**src/source/ipsum_pkg.sv**
```systemverilog
package ipsum_pkg;

    // data widths
    localparam int DATA_W = 32;         // one GLB word, one FIFO entry
    localparam int HALF_W = 16;         // one stored partial sum
    localparam int ADDR_W = 32;         // GLB byte address
    localparam int PTR_W  = 16;         // GLB read pointer
    localparam int CNT_W  = 32;         // job length and pop count

    // FIFO geometry
    localparam int FIFO_DEPTH = 4;
    localparam int FIFO_AW    = 2;

    // one PUSH visit may issue at most this many reads,
    // same as the depth so a single burst fills the FIFO
    localparam int BURST_REQS = 4;

    // which half of the GLB word is taken on a push
    localparam logic [1:0] LOAD_LO_HALF = 2'b01;
    localparam logic [1:0] LOAD_HI_HALF = 2'b10;

    // one GLB read word
    // viewed as a whole word or as two partial sums
    typedef union packed {
        logic [DATA_W-1:0]            word;
        logic [1:0][HALF_W-1:0]       half;     // half[0] sits at the lower address
    } glb_word_u;

    // fetch controller states
    typedef enum logic [1:0] {
        IDLE,       // no job, done is high
        CAN_POP,    // FIFO holds data, pops allowed
        PUSH,       // fetching a burst from the GLB
        WAIT        // GLB busy with another client
    } ipsum_state_e;

endpackage

```
**src/source/ipsum_fifo_if.sv**
```systemverilog
`timescale 1ns/10ps

interface ipsum_fifo_if;
    import ipsum_pkg::*;

    logic      push;
    glb_word_u push_data;
    logic      full;
    logic      pop;
    glb_word_u pop_data;    // head entry, valid whenever not empty
    logic      empty;

    // fetch controller side
    modport ctrl (
        output push,
        output push_data,
        output pop,
        input  full,
        input  empty
    );

    // storage side
    modport store (
        input  push,
        input  push_data,
        input  pop,
        output full,
        output empty,
        output pop_data
    );

    // accumulator taps the pop strobe and the head word
    modport sink (
        input  pop,
        input  pop_data
    );

endinterface

```
**src/source/ipsum_fifo_ctrl.sv**
```systemverilog
`timescale 1ns/10ps

module ipsum_fifo_ctrl (
    input  logic                        clk,
    input  logic                        rst_n,

    // job control from the layer controller
    input  logic                        glb_busy_i,
    input  logic                        fifo_reset_i,   // clears the read pointer only
    input  logic                        need_pop_i,
    input  logic [ipsum_pkg::CNT_W-1:0] pop_num_i,
    input  logic                        mask_i,

    // GLB read side
    input  logic                        permit_i,
    input  logic [ipsum_pkg::ADDR_W-1:0] base_addr_i,
    input  ipsum_pkg::glb_word_u        glb_read_data_i,
    output logic                        read_req_o,
    output logic [ipsum_pkg::ADDR_W-1:0] read_addr_o,

    // PE array side
    input  logic                        pe_move_i,
    output logic                        pop_state_o,
    output logic                        done_o,

    ipsum_fifo_if.ctrl                  fifo
);
    import ipsum_pkg::*;

    ipsum_state_e state_q;
    ipsum_state_e state_d;

    logic [CNT_W-1:0]                   pop_num_q;  // latched job length
    logic [CNT_W-1:0]                   pop_cnt_q;
    logic [PTR_W-1:0]                   read_ptr_q;
    logic [$clog2(BURST_REQS+1)-1:0]    req_cnt_q;  // permits seen in this PUSH visit
    logic                               push_q;
    logic [1:0]                         half_sel_q;
    glb_word_u                          push_word;
    logic                               pop;
    logic                               last_pop;

    // pop only when the PE array moves and the mask allows it
    assign pop = (state_q == CAN_POP) && !fifo.empty && pe_move_i && mask_i;
    assign last_pop = pop && (pop_cnt_q == pop_num_q - CNT_W'(1));

    always_ff @(posedge clk or negedge rst_n) begin
        if (!rst_n) begin
            state_q <= IDLE;
        end else begin
            state_q <= state_d;
        end
    end

    always_comb begin
        state_d = state_q;
        case (state_q)
            IDLE: begin
                if (need_pop_i) begin
                    state_d = fifo.empty ? PUSH : CAN_POP;
                end
            end
            CAN_POP: begin
                if (last_pop) begin
                    state_d = IDLE;
                end else if (fifo.empty) begin
                    state_d = PUSH;     // ran dry, go refill
                end else if (glb_busy_i) begin
                    state_d = WAIT;
                end
            end
            PUSH: begin
                if (fifo.full) begin
                    state_d = glb_busy_i ? WAIT : CAN_POP;
                end
            end
            WAIT: begin
                if (!glb_busy_i) begin
                    state_d = CAN_POP;
                end
            end
            default: state_d = IDLE;
        endcase
    end

    // job length, taken when the job starts
    always_ff @(posedge clk or negedge rst_n) begin
        if (!rst_n) begin
            pop_num_q <= '0;
        end else if (state_q == IDLE && need_pop_i) begin
            pop_num_q <= pop_num_i;
        end
    end

    always_ff @(posedge clk or negedge rst_n) begin
        if (!rst_n) begin
            pop_cnt_q <= '0;
        end else if (state_q == IDLE) begin
            pop_cnt_q <= '0;
        end else if (pop) begin
            pop_cnt_q <= pop_cnt_q + CNT_W'(1);
        end
    end

    // read pointer walks the GLB in half-word steps
    always_ff @(posedge clk or negedge rst_n) begin
        if (!rst_n) begin
            read_ptr_q <= '0;
        end else if (fifo_reset_i) begin
            read_ptr_q <= '0;
        end else if (permit_i) begin
            read_ptr_q <= read_ptr_q + PTR_W'(2);
        end
    end

    assign read_addr_o = base_addr_i + {{(ADDR_W-PTR_W){1'b0}}, read_ptr_q};

    // request limiter, restarts on every PUSH visit
    always_ff @(posedge clk or negedge rst_n) begin
        if (!rst_n) begin
            req_cnt_q <= '0;
        end else if (state_q != PUSH) begin
            req_cnt_q <= '0;
        end else if (permit_i) begin
            req_cnt_q <= req_cnt_q + 1'b1;
        end
    end

    assign read_req_o = (state_q == PUSH) && !fifo.full && (req_cnt_q < BURST_REQS);

    // GLB data shows up one cycle after the permit, push lines up with it
    always_ff @(posedge clk or negedge rst_n) begin
        if (!rst_n) begin
            push_q     <= 1'b0;
            half_sel_q <= LOAD_LO_HALF;
        end else begin
            push_q <= permit_i && !fifo.full;
            if (permit_i) begin
                half_sel_q <= read_addr_o[1] ? LOAD_HI_HALF : LOAD_LO_HALF;
            end
        end
    end

    always_comb begin
        case (half_sel_q)
            LOAD_LO_HALF: push_word.word = {{(DATA_W-HALF_W){1'b0}}, glb_read_data_i.half[0]};
            LOAD_HI_HALF: push_word.word = {{(DATA_W-HALF_W){1'b0}}, glb_read_data_i.half[1]};
            default:      push_word.word = '0;
        endcase
    end

    assign fifo.push      = push_q;
    assign fifo.push_data = push_word;
    assign fifo.pop       = pop;

    assign done_o      = (state_q == IDLE);
    assign pop_state_o = (state_q == CAN_POP);

endmodule

```
**src/source/ipsum_fifo.sv**
```systemverilog
`timescale 1ns/10ps

module ipsum_fifo (
    input  logic        clk,
    input  logic        rst_n,

    ipsum_fifo_if.store fifo
);
    import ipsum_pkg::*;

    glb_word_u          mem [FIFO_DEPTH];
    logic [FIFO_AW-1:0] wr_ptr_q;
    logic [FIFO_AW-1:0] rd_ptr_q;
    logic [FIFO_AW:0]   count_q;    // one extra bit to tell full from empty
    logic               do_push;
    logic               do_pop;

    assign do_push = fifo.push && !fifo.full;
    assign do_pop  = fifo.pop && !fifo.empty;

    // storage array
    always_ff @(posedge clk) begin
        if (do_push) begin
            mem[wr_ptr_q] <= fifo.push_data;
        end
    end

    // pointers wrap naturally, depth is a power of two
    always_ff @(posedge clk or negedge rst_n) begin
        if (!rst_n) begin
            wr_ptr_q <= '0;
            rd_ptr_q <= '0;
        end else begin
            if (do_push) begin
                wr_ptr_q <= wr_ptr_q + 1'b1;
            end
            if (do_pop) begin
                rd_ptr_q <= rd_ptr_q + 1'b1;
            end
        end
    end

    // occupancy
    always_ff @(posedge clk or negedge rst_n) begin
        if (!rst_n) begin
            count_q <= '0;
        end else begin
            case ({do_push, do_pop})
                2'b10:   count_q <= count_q + 1'b1;
                2'b01:   count_q <= count_q - 1'b1;
                default: count_q <= count_q;    // idle, or push and pop together
            endcase
        end
    end

    assign fifo.full     = (count_q == (FIFO_AW+1)'(FIFO_DEPTH));
    assign fifo.empty    = (count_q == '0);
    assign fifo.pop_data = mem[rd_ptr_q];   // show-ahead head

endmodule

```
**src/source/ipsum_accum.sv**
```systemverilog
`timescale 1ns/10ps

module ipsum_accum (
    input  logic                        clk,
    input  logic                        rst_n,

    input  logic [ipsum_pkg::DATA_W-1:0] pe_psum_i,    // product from the PE array
    output logic [ipsum_pkg::DATA_W-1:0] opsum_o,
    output logic                        opsum_valid_o,

    ipsum_fifo_if.sink                  fifo
);
    import ipsum_pkg::*;

    logic [DATA_W-1:0] sum_q;
    logic              valid_q;

    // head word is already on pop_data in the pop cycle
    always_ff @(posedge clk) begin
        if (fifo.pop) begin
            sum_q <= fifo.pop_data.word + pe_psum_i;    // carry out dropped
        end
    end

    // one valid per pop
    always_ff @(posedge clk or negedge rst_n) begin
        if (!rst_n) begin
            valid_q <= 1'b0;
        end else begin
            valid_q <= fifo.pop;
        end
    end

    assign opsum_o       = sum_q;
    assign opsum_valid_o = valid_q;

endmodule

```
**src/source/ipsum_path_top.sv**
```systemverilog
`timescale 1ns/10ps

module ipsum_path_top (
    input  logic                         clk,
    input  logic                         rst_n,

    // layer controller
    input  logic                         glb_busy_i,
    input  logic                         fifo_reset_i,
    input  logic                         need_pop_i,
    input  logic [ipsum_pkg::CNT_W-1:0]  pop_num_i,
    input  logic                         mask_i,
    input  logic [ipsum_pkg::ADDR_W-1:0] base_addr_i,
    output logic                         done_o,

    // GLB and its arbiter
    input  logic                         glb_permit_i,
    input  logic [ipsum_pkg::DATA_W-1:0] glb_read_data_i,
    output logic                         glb_read_req_o,
    output logic [ipsum_pkg::ADDR_W-1:0] glb_read_addr_o,

    // PE array
    input  logic                         pe_move_i,
    input  logic [ipsum_pkg::DATA_W-1:0] pe_psum_i,
    output logic                         pop_state_o,
    output logic [ipsum_pkg::DATA_W-1:0] opsum_o,
    output logic                         opsum_valid_o
);

    ipsum_fifo_if i_fifo_if ();

    // fetch and pop control
    ipsum_fifo_ctrl i_ctrl (
        .clk             (clk),
        .rst_n           (rst_n),
        .glb_busy_i      (glb_busy_i),
        .fifo_reset_i    (fifo_reset_i),
        .need_pop_i      (need_pop_i),
        .pop_num_i       (pop_num_i),
        .mask_i          (mask_i),
        .permit_i        (glb_permit_i),
        .base_addr_i     (base_addr_i),
        .glb_read_data_i (glb_read_data_i),    // raw word, split into halves inside
        .read_req_o      (glb_read_req_o),
        .read_addr_o     (glb_read_addr_o),
        .pe_move_i       (pe_move_i),
        .pop_state_o     (pop_state_o),
        .done_o          (done_o),
        .fifo            (i_fifo_if.ctrl)
    );

    // partial sum buffer
    ipsum_fifo i_fifo (
        .clk   (clk),
        .rst_n (rst_n),
        .fifo  (i_fifo_if.store)
    );

    // output partial sum
    ipsum_accum i_accum (
        .clk           (clk),
        .rst_n         (rst_n),
        .pe_psum_i     (pe_psum_i),
        .opsum_o       (opsum_o),
        .opsum_valid_o (opsum_valid_o),
        .fifo          (i_fifo_if.sink)
    );

endmodule

```
**config.mk**
```make
export PLATFORM = sky130hd
export DESIGN_NAME = ipsum_path_top
export DESIGN_NICKNAME = d
export VERILOG_FILES = /design/src/source/ipsum_pkg.sv /design/src/source/ipsum_fifo_if.sv /design/src/source/ipsum_fifo_ctrl.sv /design/src/source/ipsum_fifo.sv /design/src/source/ipsum_accum.sv /design/src/source/ipsum_path_top.sv
export SDC_FILE = /design/constraint.sdc
export NUM_CORES = 1
export LEC_CHECK = 0
export BUFFER_PORTS_ARGS = -buffer_cell sky130_fd_sc_hd__buf_4
export CAP_MARGIN = 20
export CORE_ASPECT_RATIO = 1.1
export CORE_MARGIN = 3
export CORE_UTILIZATION = 30
export CTS_BUF_LIST = sky130_fd_sc_hd__clkbuf_2 sky130_fd_sc_hd__clkbuf_4 sky130_fd_sc_hd__clkbuf_8
export DETAILED_ROUTE_END_ITERATION = 10
export GPL_TIMING_DRIVEN = 0
export PLACE_DENSITY = 0.46
export SYNTH_ARGS = -nofsm -noshare
export SYNTH_HDL_FRONTEND = slang
export SYNTH_SLANG_ARGS = --single-unit
export TNS_END_PERCENT = 50
```
**constraint.sdc**
```tcl
create_clock -name clk -period 11.6 [get_ports clk]
set_clock_uncertainty 0.2 [all_clocks]
set_input_delay 1.74 -clock clk [delete_from_list [all_inputs] [get_ports clk]]
set_output_delay 1.74 -clock clk [all_outputs]
set_load 0.01 [all_outputs]
```
Word-level counts from Yosys, hierarchy flattened
Memory sizes are Yosys's and may differ from the RTL's.
Cells that the tools add are included.
{"block": "totals", "reg_bits": 128, "latch_bits": 0, "ramBits": 64, "rom_bits": 0, "inputBits": 136, "out_inout_bits": 68, "wordCells": 77, "memories": 1}
{"name": "i_fifo.mem", "words": 4, "word_bits": 16, "read_ports": 1, "rd_ports_with_merged_regs": 0, "write_ports": 1, "line": "ipsum_fifo.sv:11", "text": "glb_word_u mem [FIFO_DEPTH];"}
{"block": "op_classes", "addsub": 10, "mul": 0, "div": 0, "order_cmp": 1, "n_eq_ne": 14, "shifts": 0, "n_mux": 20, "bitwise": 0, "n_reduce_logical": 19}
{"op": "$mux W32", "n": 2}
{"op": "$add A32 B1 Y32 const B", "n": 1}
{"op": "$add A32 B16 Y32", "n": 1}
{"op": "$add A32 B32 Y32", "n": 1}
{"op": "$eq A32 B32 Y1", "n": 1}
{"op": "$mux W16", "n": 2}
{"op": "$pmux W16 S2", "n": 1}
{"op": "$sub A32 B1 Y32 const B", "n": 1}
{"op": "$mux W2", "n": 9}
{"op": "$add A16 B2 Y16 const B", "n": 1}
{"op": "$logic_and A1 B1 Y1", "n": 10}
{"op": "$eq A2 B2 Y1 const B", "n": 4}
{"op": "$pmux W2 S4", "n": 1}
{"op": "$reduce_bool A2 Y1", "n": 4}
{"op": "$add A3 B1 Y3 const B", "n": 2}
{"op": "$eq A2 B1 Y1 const B", "n": 3}
{"op": "$mux W3", "n": 2}
{"op": "$ne A2 B2 Y1 const B", "n": 3}
{"op": "$pmux W3 S2", "n": 1}
{"op": "$add A2 B1 Y2 const B", "n": 2}
{"op": "$ne A4 B2 Y1 const B", "n": 1}
{"op": "$reduce_and A4 Y1", "n": 1}
{"op": "$eq A3 B3 Y1 const B", "n": 1}
{"op": "$logic_not A3 Y1", "n": 1}
{"op": "other kinds (6)", "n": 8}

Logic depth before layout (Yosys ltp)
Gate-level depths: netlist (run 1).
{"block": "depth", "word_depth": 8, "depth_mapped": 14}

By module
From an unflattened synthesis (run 1), not the netlist that was laid out.
{"block": "unflattened", "cells_unflattened": 1172, "area_unflattened_um2": 14033.5}
{"mod": "ipsum_fifo_ctrl", "instances": 1, "cells_each": 694, "area_each_um2": 6208.5, "seq_area_each_um2": 2178.3}
{"mod": "ipsum_fifo", "instances": 1, "cells_each": 205, "area_each_um2": 5091.1, "seq_area_each_um2": 4018.9}
{"mod": "ipsum_accum", "instances": 1, "cells_each": 273, "area_each_um2": 2733.9, "seq_area_each_um2": 985.9}

Least setup slack after synthesis (run 1)
No wires, ideal clock.
{"block": "synth_path", "path_kind": "input -> output", "start": "in base_addr_i[3] in the netlist's numbering", "end": "out glb_read_addr_o[31] in the netlist's numbering", "arrival_ns": 3.756, "required_ns": 9.660, "path_slack_ns": 5.904, "stages": 9, "path_buffers": 0, "path_cell_list": "ha_1 -> o21ai_0 -> o21ai_0 -> a221oi_1 -> o21ba_2 -> o31a_1 -> nor3_1 -> nand3_1 -> xnor2_1"}
{"block": "synth_between", "elab_chain_cells": 1}
{"item": "from (decl)", "line": "ipsum_path_top.sv:13", "text": "input logic [ipsum_pkg::ADDR_W-1:0] base_addr_i,"}
{"item": "$add A32 B16 Y32", "line": "ipsum_fifo_ctrl.sv:116", "text": "assign read_addr_o = base_addr_i + {{(ADDR_W-PTR_W){1'b0}}, read_ptr_q};"}
{"item": "to (decl)", "line": "ipsum_path_top.sv:20", "text": "output logic [ipsum_pkg::ADDR_W-1:0] glb_read_addr_o,"}
Every way passes these cells.

Worst setup path in the final report (run 1)
Same ends and word-level chain as after synthesis.

==> results of run 1 <==
[routing by layer]
metal  global-route usage  routed length (um)  vias to the layer above
met5                    0                   0                        -
met1                0.190               12400                     3758
met3               0.0338                1550                        9
met2                0.240               12600                      186
li1                     -                   -                     3943
met4               0.0293                 185                        0
[power groups by stage]
stage | Clock, uW | Combinational (uW) | Sequential [uW]
after floorplan | 0 | 718 | 1000
after global placement | 0 | 1000 | 1030
after detailed placement | 0 | 1010 | 1030
after CTS | 462 | 1020 | 1020
after global routing | 487 | 1130 | 1040
final | 441 | 994 | 1010
[worst max-delay path by stage]
| stage | slack, ps | end | startpoint |
|---|---|---|---|
| 4_1_cts | 5240 | glb_read_addr_o[31] | base_addr_i[2] |
| 5_1_grt | 5060 | glb_read_addr_o[31] | base_addr_i[2] |
| 6_report | 5280 | glb_read_addr_o[31] | base_addr_i[3] |
| 3_3_place_gp | 5240 | glb_read_addr_o[28] | base_addr_i[2] |
| 2_1_floorplan | 5900 | glb_read_addr_o[31] | base_addr_i[3] |
| 3_5_place_dp | 5260 | glb_read_addr_o[31] | base_addr_i[2] |
[sequential cells by signal, summed over array words and instances, names as in the netlist]
signal                 cells
i_accum.opsum_o           32
i_accum.opsum_valid_o      1
i_ctrl.fifo.push           1
i_ctrl.half_sel_q          2
i_ctrl.pop_cnt_q          32
i_ctrl.pop_num_q          32
i_ctrl.read_ptr_q         15
i_ctrl.req_cnt_q           3
i_ctrl.state_q             2
i_fifo.count_q             3
i_fifo.mem                64
i_fifo.rd_ptr_q            2
i_fifo.wr_ptr_q            2
[cell usage after synthesis, types with 4 or more instances]
| cell type | number |
|---|---|
| sky130_fd_sc_hd__a211oi_1 | 4 |
| sky130_fd_sc_hd__a21boi_0 | 5 |
| sky130_fd_sc_hd__a21o_1 | 12 |
| sky130_fd_sc_hd__a21oi_1 | 26 |
| sky130_fd_sc_hd__a22oi_1 | 16 |
| sky130_fd_sc_hd__and3_1 | 11 |
| sky130_fd_sc_hd__and4_1 | 4 |
| sky130_fd_sc_hd__clkbuf_1 | 31 |
| sky130_fd_sc_hd__dfrtp_1 | 94 |
| sky130_fd_sc_hd__edfxtp_1 | 96 |
| sky130_fd_sc_hd__ha_1 | 42 |
| sky130_fd_sc_hd__inv_1 | 33 |
| sky130_fd_sc_hd__mux2_2 | 31 |
| sky130_fd_sc_hd__mux2i_1 | 6 |
| sky130_fd_sc_hd__mux4_2 | 16 |
| sky130_fd_sc_hd__nand2_1 | 48 |
| sky130_fd_sc_hd__nand3_1 | 35 |
| sky130_fd_sc_hd__nand4_1 | 22 |
| sky130_fd_sc_hd__nor2_1 | 115 |
| sky130_fd_sc_hd__nor2b_1 | 16 |
| sky130_fd_sc_hd__nor3_1 | 22 |
| sky130_fd_sc_hd__nor3b_1 | 5 |
| sky130_fd_sc_hd__nor4_1 | 15 |
| sky130_fd_sc_hd__o211ai_1 | 4 |
| sky130_fd_sc_hd__o21a_1 | 6 |
| sky130_fd_sc_hd__o21ai_0 | 28 |
| sky130_fd_sc_hd__o31ai_1 | 5 |
| sky130_fd_sc_hd__or3_1 | 15 |
| sky130_fd_sc_hd__or4_1 | 8 |
| sky130_fd_sc_hd__xnor2_1 | 82 |
| sky130_fd_sc_hd__xor2_1 | 64 |
[logic make-up (layout without fill, tap and decap cells)]
logic type	after synthesis	after routing	share of synthesized area
multiplexers	53	53	0.0721
adder cells (fa/ha/maj)	44	44	0.0530
XOR/XNOR	146	146	0.120
AND/OR/NAND/NOR	333	333	0.156
flip-flops	191	191	0.493
AO/OA/AOI/OAI	130	130	0.0797
buffers and inverters	71	305	0.0261
[placed cells by master (no fill, tap or decap), drive strengths merged, types with 12 or more instances in the layout]
cell type  instances
a21o              12
a21oi             26
a22oi             16
buf              208
clkbuf            48
dfrtp             94
edfxtp            96
ha                42
inv               42
mux2              31
mux4              16
nand2             48
nand3             35
nand4             22
nor2             115
nor2b             16
nor3              22
nor4              16
o21ai             30
or3               15
xnor2             82
xor2              64
[cell type report]
type                    count  area [um2]  share of cell area
flip-flops and latches    191        5260               0.400
multi-input cells         706        5130               0.390
repair buffers            202        1540               0.117
well taps                 438         548              0.0417
clock buffers              17         234              0.0178
clock inverters            15         158              0.0120
plain buffers              37         151              0.0115
inverters                  34         129             0.00980
[critical path, cell delays in order]
cell and delay (ps):
sky130_fd_sc_hd__buf_4 110, sky130_fd_sc_hd__ha_1 310, sky130_fd_sc_hd__o21ai_0 130, sky130_fd_sc_hd__o21ai_0 350, sky130_fd_sc_hd__a221oi_1 220, sky130_fd_sc_hd__o21ba_2 280, sky130_fd_sc_hd__o31a_1 360, sky130_fd_sc_hd__nor3_1 410
sky130_fd_sc_hd__nand3_1 150, sky130_fd_sc_hd__xnor2_1 160, sky130_fd_sc_hd__buf_4 140
[through the flow]
step                std cells  total power, uW
floorplan                 968             1720
global placement         1607             2040
detailed placement       1608             2040
CTS                      1640             2490
global route             1640             2650
finish                   1640             2450
==> out/summary.txt, run 1 <==
X dimension of the die: 186 um
Net switching share of the total power: 0.379
Cell count of the worst hold path: 1
Die footprint: 0.0379 mm2
Highest clock frequency the design can meet: 158 MHz
Initial drt markers: 318
Final layout net count: 1369
Count of instances resized after the clock tree is built: 0
Post-synthesis cell type with the largest combined area: sky130_fd_sc_hd__edfxtp_1
Nature of the critical path startpoint: input port
Initial core utilization: 0.308
Number of remaining DRC errors: 0
Final-layout worst hold slack: 341 ps
Maximum capacitance violations: 0
Launch point of the worst hold path: i_fifo.count_q[2]
Cells on worst reg2reg path: 12
Final Worst Setup Slack: 5280 ps
Sequential cell area fraction in the yosys report: 0.493
Residual antenna-violating net count after detailed routing: 0
TritonCTS buffer count: 17
Clock share of power: 0.180
Syn Nets: 1148
Core Box Area: 0.0346 mm2
Endpoint of the worst hold-timing path: i_fifo.count_q[2]
Layout Cell Area excl Fill: 0.0132 mm2
Pwr per Cell Area: 186 mW/mm2
Cell area after placement: 0.0128 mm2
Number of I/O pins: 204
P_leak: 0.00540 uW
Actual slew at the worst max-slew pin: 1070 ps
Share of total power in sequential cells: 0.414
Setup repair after global routing missed its margin: no
Slew Limit Headroom: 0.288
Post-synthesis cell type count: 65
Via count: 7896
Core utilization of the finished layout: 0.380
Total negative slack for setup checks: 0 ps
Number of warning messages in the yosys log: 0
Global placement routability congestion: 0.780
Combinational fraction of design power: 0.406
CTS H-tree lvls: 4
Aggregate routed wire length: 26700 um
Clock tree from TritonCTS: built
R2R setup slack: 6010 ps
CTS Hold Buffers Added: 0
Global route total overflow: 0
Startpoint of the most critical register-to-register path: i_fifo.rd_ptr_q[0]
Worst flop-to-flop path endpoint: i_accum.opsum_o[31]
Worst path arrival time: 4380 ps
Via density per instance: 4.81
Post-synthesis cell count: 968
Number of buffers inserted to repair setup after CTS: 0
Number of fillers in the final layout: 3527
DR WL/cell: 16.3 um
Final number of hold-violating endpoints: 0
Vias in the first global route: 8114
Flop and latch count out of synthesis: 191
Cell Area, Synth: 0.0107 mm2
Most common flop cell mapped by yosys: sky130_fd_sc_hd__edfxtp_1
Synth top area share: 0.270
Fin crit period: 6320 ps
Share of async-settable or async-resettable flops after synthesis: 0.497
Switching power: 929 uW
Kind of end point of the critical path: primary output
# clock sinks: 191
Data required, critical path: 9660 ps
Proportion of layout cells with a drive suffix above 1: 0.245
Layout area overhead: 23.2%
Clk slew on worst S/H paths: 110 ps
Cell types with the largest area share after synthesis: sky130_fd_sc_hd__edfxtp_1 27%, sky130_fd_sc_hd__dfrtp_1 22%, sky130_fd_sc_hd__xnor2_1 6.7%
Type of the setup path with the least slack: input port to primary output
Worst voltage drop across the vdd grid: 0.0867 mV
Kind of path behind the tightest hold check: register to register
Result of the run: complete, no violations
Number of diodes added for antenna fixing: 0
Cell at the root of the clock tree: sky130_fd_sc_hd__clkbuf_8
Max Slew Vio Count: 0
Worst slack at placement: 5260 ps
Final setup violation count: 0
Detailed-router iteration count before antenna repair: 4
Height of the die: 204 um
Total global routing track utilization: 0.143
Final period util: 0.545
Synthesized area divided by synthesized cell count: 11.0 um2
# port buffers: 201
Skew-Pair Late Insertion Delay: 480 ps
Antenna violations before repair: 0
Placed wire-length estimate after detailed placement: 20100 um
Maximum buffer depth of the clock tree: 2
Total number of placement rows: 71
Maximum number of pins on one net before global-route repair: 63
Wire length of the first global-routing pass: 42900 um
Post-synth EDFFs: 96
Critical-path maximum fanout: 6
Cell-internal power: 1520 uW
Note: power is estimated with default switching activity, not from simulation.
==> run 2: changes to the inputs <==
Settings changed: ABC_AREA from default to 1, PLACE_DENSITY 0.46 to 0.45.
Clock period 11.6 ns to 6.3 ns, I/O delays scaled along.
==> out/summary.txt, run 2 <==
Result of the run: complete, no violations
Number of diodes added for antenna fixing: 0 (unchanged)
Kind of path behind the tightest hold check: input port to asynchronous set/reset pin
Sequential cell area fraction in the yosys report: 0.453 (-0.0397)
Proportion of layout cells with a drive suffix above 1: 0.188 (-0.0565)
Non-filler cells, final: 2126 (+30%)
Startpoint of the most critical register-to-register path: i_fifo.rd_ptr_q[1]
CTS H-tree lvls: 4 (unchanged)
Die footprint: 0.0411 mm2 (+8.5%)
Clk slew on worst S/H paths: 100 ps (about the same)
Cells on worst reg2reg path: 16 (+4)
Initial drt markers: 464 (+46%)
Post-synthesis cell type count: 55 (-15%)
Height of the die: 212 um (+4.2%)
Actual slew at the worst max-slew pin: 931 ps (-136 ps)
Nature of the critical path startpoint: input port
Count of instances resized after the clock tree is built: 0 (unchanged)
Aggregate routed wire length: 31900 um (+20%)
# clock sinks: 191 (unchanged)
DP Cell Count: 2094 (+30%)
Syn Nets: 1576 (+37%)
Maximum number of pins on one net before global-route repair: 64 (+1.6%)
Max FFs per register: 64 (unchanged)
Cell types with the largest area share after synthesis: sky130_fd_sc_hd__edfxtp_1 25%, sky130_fd_sc_hd__dfrtp_1 20%, sky130_fd_sc_hd__nand2_1 9.3%
Met3 track demand over resource in global routing: 0.0268 (-0.00704)
TritonCTS buffer count: 17 (unchanged)
Kind of end point of the critical path: primary output
Placed wire-length estimate after detailed placement: 25200 um (+25%)
Critical-path maximum fanout: 8 (+2)
Top cells by count, synth: 289 x sky130_fd_sc_hd__nand2_1, 192 x sky130_fd_sc_hd__nor2_1, 155 x sky130_fd_sc_hd__inv_1
Post-synthesis cell type with the largest combined area: sky130_fd_sc_hd__edfxtp_1
Worst path arrival time: 3010 ps (-1370 ps)
Clock tree from TritonCTS: built
Maximum buffer depth of the clock tree: 2 (unchanged)
# port buffers: 201 (unchanged)
Wire length of the first global-routing pass: 51100 um (+19%)
R2R setup slack: 2200 ps (-3810 ps)
Worst voltage drop across the vdd grid: 0.148 mV (+70%)
Synthesized area divided by synthesized cell count: 8.32 um2 (-25%)
Total global routing track utilization: 0.154 (+0.0106)
Global route total overflow: 0 (unchanged)
Skew-Pair Late Insertion Delay: 470 ps (about the same)
CTS Hold Buffers Added: 0 (unchanged)
Worst flop-to-flop path endpoint: i_accum.opsum_o[26]
Post-synthesis cell count: 1396 (+44%)
Global routing met2 resource utilization: 0.263 (+0.0231)
Global-route met1 utilization: 0.206 (+0.0165)
Register name with the most flops: i_fifo.mem
Maximum capacitance violations: 0 (unchanged)
Core Box Area: 0.0377 mm2 (+8.8%)
Fin crit period: 4150 ps
Global placement routability congestion: 0.820 (+5.1%)
P_leak: 0.00631 uW (+17%)
Area of the multi-input gates: 0.00564 mm2 (+9.8%)
Most used routing layer: met2
Number of warning messages in the yosys log: 0 (unchanged)
Final period util: 0.659
X dimension of the die: 194 um (+4.2%)
Final-layout worst hold slack: 223 ps (-118 ps)
Post-synth EDFFs: 96 (unchanged)
Flop and latch count out of synthesis: 191 (unchanged)
Highest clock frequency the design can meet: 241 MHz
Initial core utilization: 0.308 (about the same)
Number of fillers in the final layout: 3915 (+11%)
Residual antenna-violating net count after detailed routing: 0 (unchanged)
Vias in the first global route: 9812 (+21%)
Final setup violation count: 0 (unchanged)
Final number of hold-violating endpoints: 0 (unchanged)
Max Slew Vio Count: 0 (unchanged)
Total number of placement rows: 74 (+4.2%)
Layout area overhead: 22.3%
Cell at the root of the clock tree: sky130_fd_sc_hd__clkbuf_8
Most common flop cell mapped by yosys: sky130_fd_sc_hd__edfxtp_1
Most frequent standard cell in the layout excluding fill and tap cells: sky130_fd_sc_hd__nand2_1
Sequential cell area: 0.00526 mm2 (unchanged)
Via density per instance: 4.63 (-3.9%)
Slew Limit Headroom: 0.379 (+0.0913)
Share of async-settable or async-resettable flops after synthesis: 0.497 (unchanged)
Data required, critical path: 5150 ps (-4510 ps)
Synth top area share: 0.248 (-0.0218)
Final layout net count: 1799 (+31%)
Overall power after layout: 5020 uW (+100%)
Number of I/O pins: 204 (unchanged)
Setup repair after global routing missed its margin: no
Detailed-router iteration count before antenna repair: 5 (+1)
Most used cells in the layout excluding fill and tap cells: 289 x sky130_fd_sc_hd__nand2_1, 202 x sky130_fd_sc_hd__buf_4, 188 x sky130_fd_sc_hd__nor2_1
Number of buffers inserted to repair setup after CTS: 0 (unchanged)
Number of remaining DRC errors: 0 (unchanged)
DR WL/cell: 15.0 um (-7.7%)
Via count: 9839 (+25%)
Total negative slack for setup checks: 0 ps (unchanged)
Antenna violations before repair: 0 (unchanged)
Most instantiated library cell after synthesis: sky130_fd_sc_hd__nand2_1
Cell Area, Synth: 0.0116 mm2 (+8.8%)
Type of the setup path with the least slack: input port to primary output
Pwr per Cell Area: 354 mW/mm2 (+90%)
run 2: cells by family after synthesis:
| group | after synthesis | synth area share |
|---|---|---|
| DFF | 191 | 0.453 |
| AOI/OAI and AO/OA | 233 | 0.110 |
| buffers and inverters | 187 | 0.0623 |
| and+or+nand+nor | 626 | 0.235 |
| adders and majority gates | 44 | 0.0487 |
| muxes | 19 | 0.0183 |
| xor gates and xnor gates | 96 | 0.0724 |
run 2: final cells by class:
cell class                 count  share of cell area
clock inverter                14              0.0104
buffer                        25             0.00811
tap                          494              0.0435
timing repair buffer         204               0.110
clock buffer                  18              0.0170
sequential                   191               0.371
inverter                     162              0.0428
multi-input combinational   1018               0.397
run 2: through the flow:
step | util | setup slack, ps | instance area [um2]
2_1_floorplan | - | 2610 | 11600
3_3_place_gp | 0.365 | 2150 | 13700
3_5_place_dp | 0.366 | 2140 | 13800
4_1_cts | 0.377 | 2120 | 14200
5_1_grt | 0.377 | 1860 | 14200
6_report | 0.377 | 2150 | 14200
run 2: worst max-delay path: stages:
cell and delay [ps]:
sky130_fd_sc_hd__buf_4 110, sky130_fd_sc_hd__ha_1 290, sky130_fd_sc_hd__a21oi_1 110, sky130_fd_sc_hd__o21ai_0 290
sky130_fd_sc_hd__nand3_1 130, sky130_fd_sc_hd__nand2_1 110, sky130_fd_sc_hd__nand2_1 60, sky130_fd_sc_hd__nand2_1 150
sky130_fd_sc_hd__nand3_1 120, sky130_fd_sc_hd__nand2_2 170, sky130_fd_sc_hd__nand2_1 110, sky130_fd_sc_hd__nor2_1 120
sky130_fd_sc_hd__xor2_1 160, sky130_fd_sc_hd__buf_4 140
run 2: report_power, final:
| group | total (uW) | switching, uW | leakage [uW] | internal (uW) |
|---|---|---|---|---|
| sequential | 1940 | 225 | 0.00210 | 1720 |
| clock | 826 | 494 | 0.000199 | 332 |
| combinational | 2250 | 1400 | 0.00401 | 855 |
| total | 5020 | 2120 | 0.00631 | 2900 |
run 2: per-layer routing:
| layer | vias up | wire (um) |
|---|---|---|
| met5 | - | 0 |
| met3 | 17 | 1120 |
| li1 | 5074 | - |
| met1 | 4577 | 15300 |
| met4 | 0 | 289 |
| met2 | 171 | 15200 |
run 2: worst max path at each step:
stage,startpoint,to,slack (ps),depth (start not counted)
3_5_place_dp,i_fifo.rd_ptr_q[1],i_accum.opsum_o[26],2140,16
5_1_grt,i_fifo.rd_ptr_q[1],i_accum.opsum_o[26],1860,16
4_1_cts,i_fifo.rd_ptr_q[1],i_accum.opsum_o[26],2120,16
3_3_place_gp,i_fifo.rd_ptr_q[1],i_accum.opsum_o[26],2150,16
2_1_floorplan,base_addr_i[2],glb_read_addr_o[29],2610,12
6_report,base_addr_i[2],glb_read_addr_o[29],2150,14
==> run 3: changes to the inputs <==
Settings changed: ABC_AREA 1 to 0, PLACE_DENSITY 0.45 to 0.46.
Clock period 6.3 ns to 4 ns, I/O delays scaled along.
==> out/summary.txt, run 3 (synthesis results as in run 1) <==
DR WL/cell: 16.7 um (+11%)
Total number of placement rows: 71 (-4.1%)
CTS H-tree lvls: 4 (unchanged)
Number of I/O pins: 204 (unchanged)
Wire length of the first global-routing pass: 43700 um (-14%)
Final-layout worst hold slack: 134 ps (-88.6 ps)
Global placement routability congestion: 0.783 (-4.4%)
Detailed-router iteration count before antenna repair: 4 (-1)
Max FFs per register: 64 (unchanged)
Clk slew on worst S/H paths: 120 ps (+20 ps)
Worst voltage drop across the vdd grid: 0.263 mV (+78%)
Antenna violations before repair: 0 (unchanged)
Critical-path maximum fanout: 8 (unchanged)
Max Slew Vio Count: 0 (unchanged)
Endpoint of the worst hold-timing path: i_ctrl.pop_num_q[0]
Maximum buffer depth of the clock tree: 2 (unchanged)
Maximum number of pins on one net before global-route repair: 62 (-3.1%)
# port buffers: 201 (unchanged)
Most used cells in the layout excluding fill and tap cells: 213 x sky130_fd_sc_hd__buf_4, 113 x sky130_fd_sc_hd__nor2_1, 96 x sky130_fd_sc_hd__edfxtp_1
Count of buffering cells on the critical path with inverters included: 2 (unchanged)
Die footprint: 0.0379 mm2 (-7.8%)
Core Box Area: 0.0346 mm2 (-8.1%)
Residual antenna-violating net count after detailed routing: 0 (unchanged)
P_leak: 0.00554 uW (-12%)
# clock sinks: 191 (unchanged)
Total global routing track utilization: 0.147 (-0.00622)
Most frequent standard cell in the layout excluding fill and tap cells: sky130_fd_sc_hd__buf_4
Launch point of the worst hold path: pop_num_i[0]
Cell area after placement: 0.0128 mm2 (-7.5%)
Initial core utilization: 0.308 (about the same)
Proportion of layout cells with a drive suffix above 1: 0.269 (+0.0804)
Via count: 8064 (-18%)
Final period util: 0.953
Cell at the root of the clock tree: sky130_fd_sc_hd__clkbuf_8
Maximum capacitance violations: 0 (unchanged)
Number of remaining DRC errors: 0 (unchanged)
Data required, critical path: 4180 ps (-970 ps)
Startpoint of the most critical register-to-register path: i_ctrl.pop_num_q[2]
Layout area overhead: 25.5%
Startpoint of the worst setup timing path: i_ctrl.pop_num_q[2]
Final number of hold-violating endpoints: 0 (unchanged)
Register name with the most flops: i_fifo.mem
Worst-path cell chain: buf_6, or4_1, buf_2, or4b_4, or4_1, or3_1, a2bb2oi_1, o2111ai_1, nor4_2, nor2_1
Top delay family on crit path: simple AND/OR/NAND/NOR gates
Kind of path behind the tightest hold check: input port to register
Worst path arrival time: 4000 ps (+990 ps)
Overall power after layout: 7340 uW (+46%)
Cell count of the worst hold path: 3
Clock tree from TritonCTS: built
Global route total overflow: 0 (unchanged)
Core utilization of the finished layout: 0.387 (+0.0101)
Height of the die: 204 um (-4.0%)
Kind of end point of the critical path: register
Via density per instance: 4.88 (+5.5%)
CP most frequent cell: sky130_fd_sc_hd__or4_1
Worst flop-to-flop path endpoint: i_ctrl.state_q[0]
Number of fillers in the final layout: 3486 (-11%)
Slowest cell on crit path: sky130_fd_sc_hd__or4b_4
Final setup violation count: 0 (unchanged)
Nature of the critical path startpoint: register
R2R setup slack: 190 ps (-2010 ps)
X dimension of the die: 186 um (-4.0%)
Aggregate routed wire length: 27600 um (-14%)
Result of the run: complete, no violations
Pwr per Cell Area: 548 mW/mm2 (+55%)
Vias in the first global route: 8265 (-16%)
Placed wire-length estimate after detailed placement: 20400 um (-19%)
Cells on worst reg2reg path: 10 (-6)
Number of diodes added for antenna fixing: 0 (unchanged)
Crit-path max cell delay: 600 ps (+310 ps)
Initial drt markers: 376 (-19%)
Skew-Pair Late Insertion Delay: 490 ps (+20 ps)
Actual slew at the worst max-slew pin: 915 ps (-15.6 ps)
Layout Cell Area excl Fill: 0.0134 mm2 (-5.6%)
Type of the setup path with the least slack: register to register
Final layout net count: 1381 (-23%)
Highest clock frequency the design can meet: 262 MHz
Total negative slack for setup checks: 0 ps (unchanged)
Slew Limit Headroom: 0.390 (+0.0110)
TritonCTS buffer count: 17 (unchanged)
Fin crit period: 3810 ps
-- run 3: cell types whose count changed in the layout (fill, tap and decap cells not counted), sizes merged, moves of 16 or more --
cell   change
nand2    -249
xnor2     +45
a21oi     -82
mux4      +16
nor2b     +16
nor2      -94
inv      -127
nand3     -21
o21ai     -49
-- run 3: worst max path at each step --
stage	to	slack, ps	cells after the start
final	i_ctrl.state_q[0]	190	10
after global routing	glb_read_addr_o[14]	-10	11
after CTS	i_accum.opsum_o[22]	1	14
after detailed placement	i_accum.opsum_o[31]	-810	12
after global placement	i_accum.opsum_o[31]	-850	12
after floorplan	i_accum.opsum_o[29]	230	12
-- run 3: metal layers --
metal / GRT usage / share of wire / vias to the layer above
li1: - / - / 3960
met5: 0 / 0 / -
met3: 0.0351 / 0.064 / 21
met4: 0.0434 / 0.015 / 0
met2: 0.242 / 0.47 / 213
met1: 0.194 / 0.45 / 3870
-- run 3: power breakdown --
part	switching (uW)	leakage (uW)	total (uW)	internal, uW
Sequential	339	0.00212	2960	2620
Clock	813	0.000210	1350	539
Combinational	1610	0.00320	3030	1420
-- run 3: final cells by class --
cell class                      instances  area, um2  share of cell area
Clock buffer                           18        241              0.0180
Sequential cell                       191       5260               0.393
Timing Repair Buffer                  215       1650               0.123
Inverter                               34        141              0.0106
Clock inverter                         14        169              0.0126
Buffer                                 36        163              0.0121
Multi-Input combinational cell        706       5220               0.390
Tap cell                              438        548              0.0409
-- run 3: per-stage QoR --
step | std cells | worst slack, ps
6_report | 1652 | 188
5_1_grt | 1652 | -12.2
4_1_cts | 1646 | 1.03
3_5_place_dp | 1608 | -813
3_3_place_gp | 1607 | -846
2_1_floorplan | 968 | 226
-- run 3: timing repair --
action	4_1_cts	5_1_grt
hold buffers	1	0
resized for setup	16	19
buffers inserted	6	6
setup endpoints to repair	42	33
hold endpoints to repair	34	0
pin swaps	3	9
-- run 3: worst reg2reg max path, cell delays in order, from the launching register on --
cell                        delay, ps
sky130_fd_sc_hd__dfrtp_1          390
sky130_fd_sc_hd__buf_6            130
sky130_fd_sc_hd__or4_1            500
sky130_fd_sc_hd__buf_2            170
sky130_fd_sc_hd__or4b_4           600
sky130_fd_sc_hd__or4_1            480
sky130_fd_sc_hd__or3_1            370
sky130_fd_sc_hd__a2bb2oi_1        210
sky130_fd_sc_hd__o2111ai_1        200
sky130_fd_sc_hd__nor4_2           370
sky130_fd_sc_hd__nor2_1            90
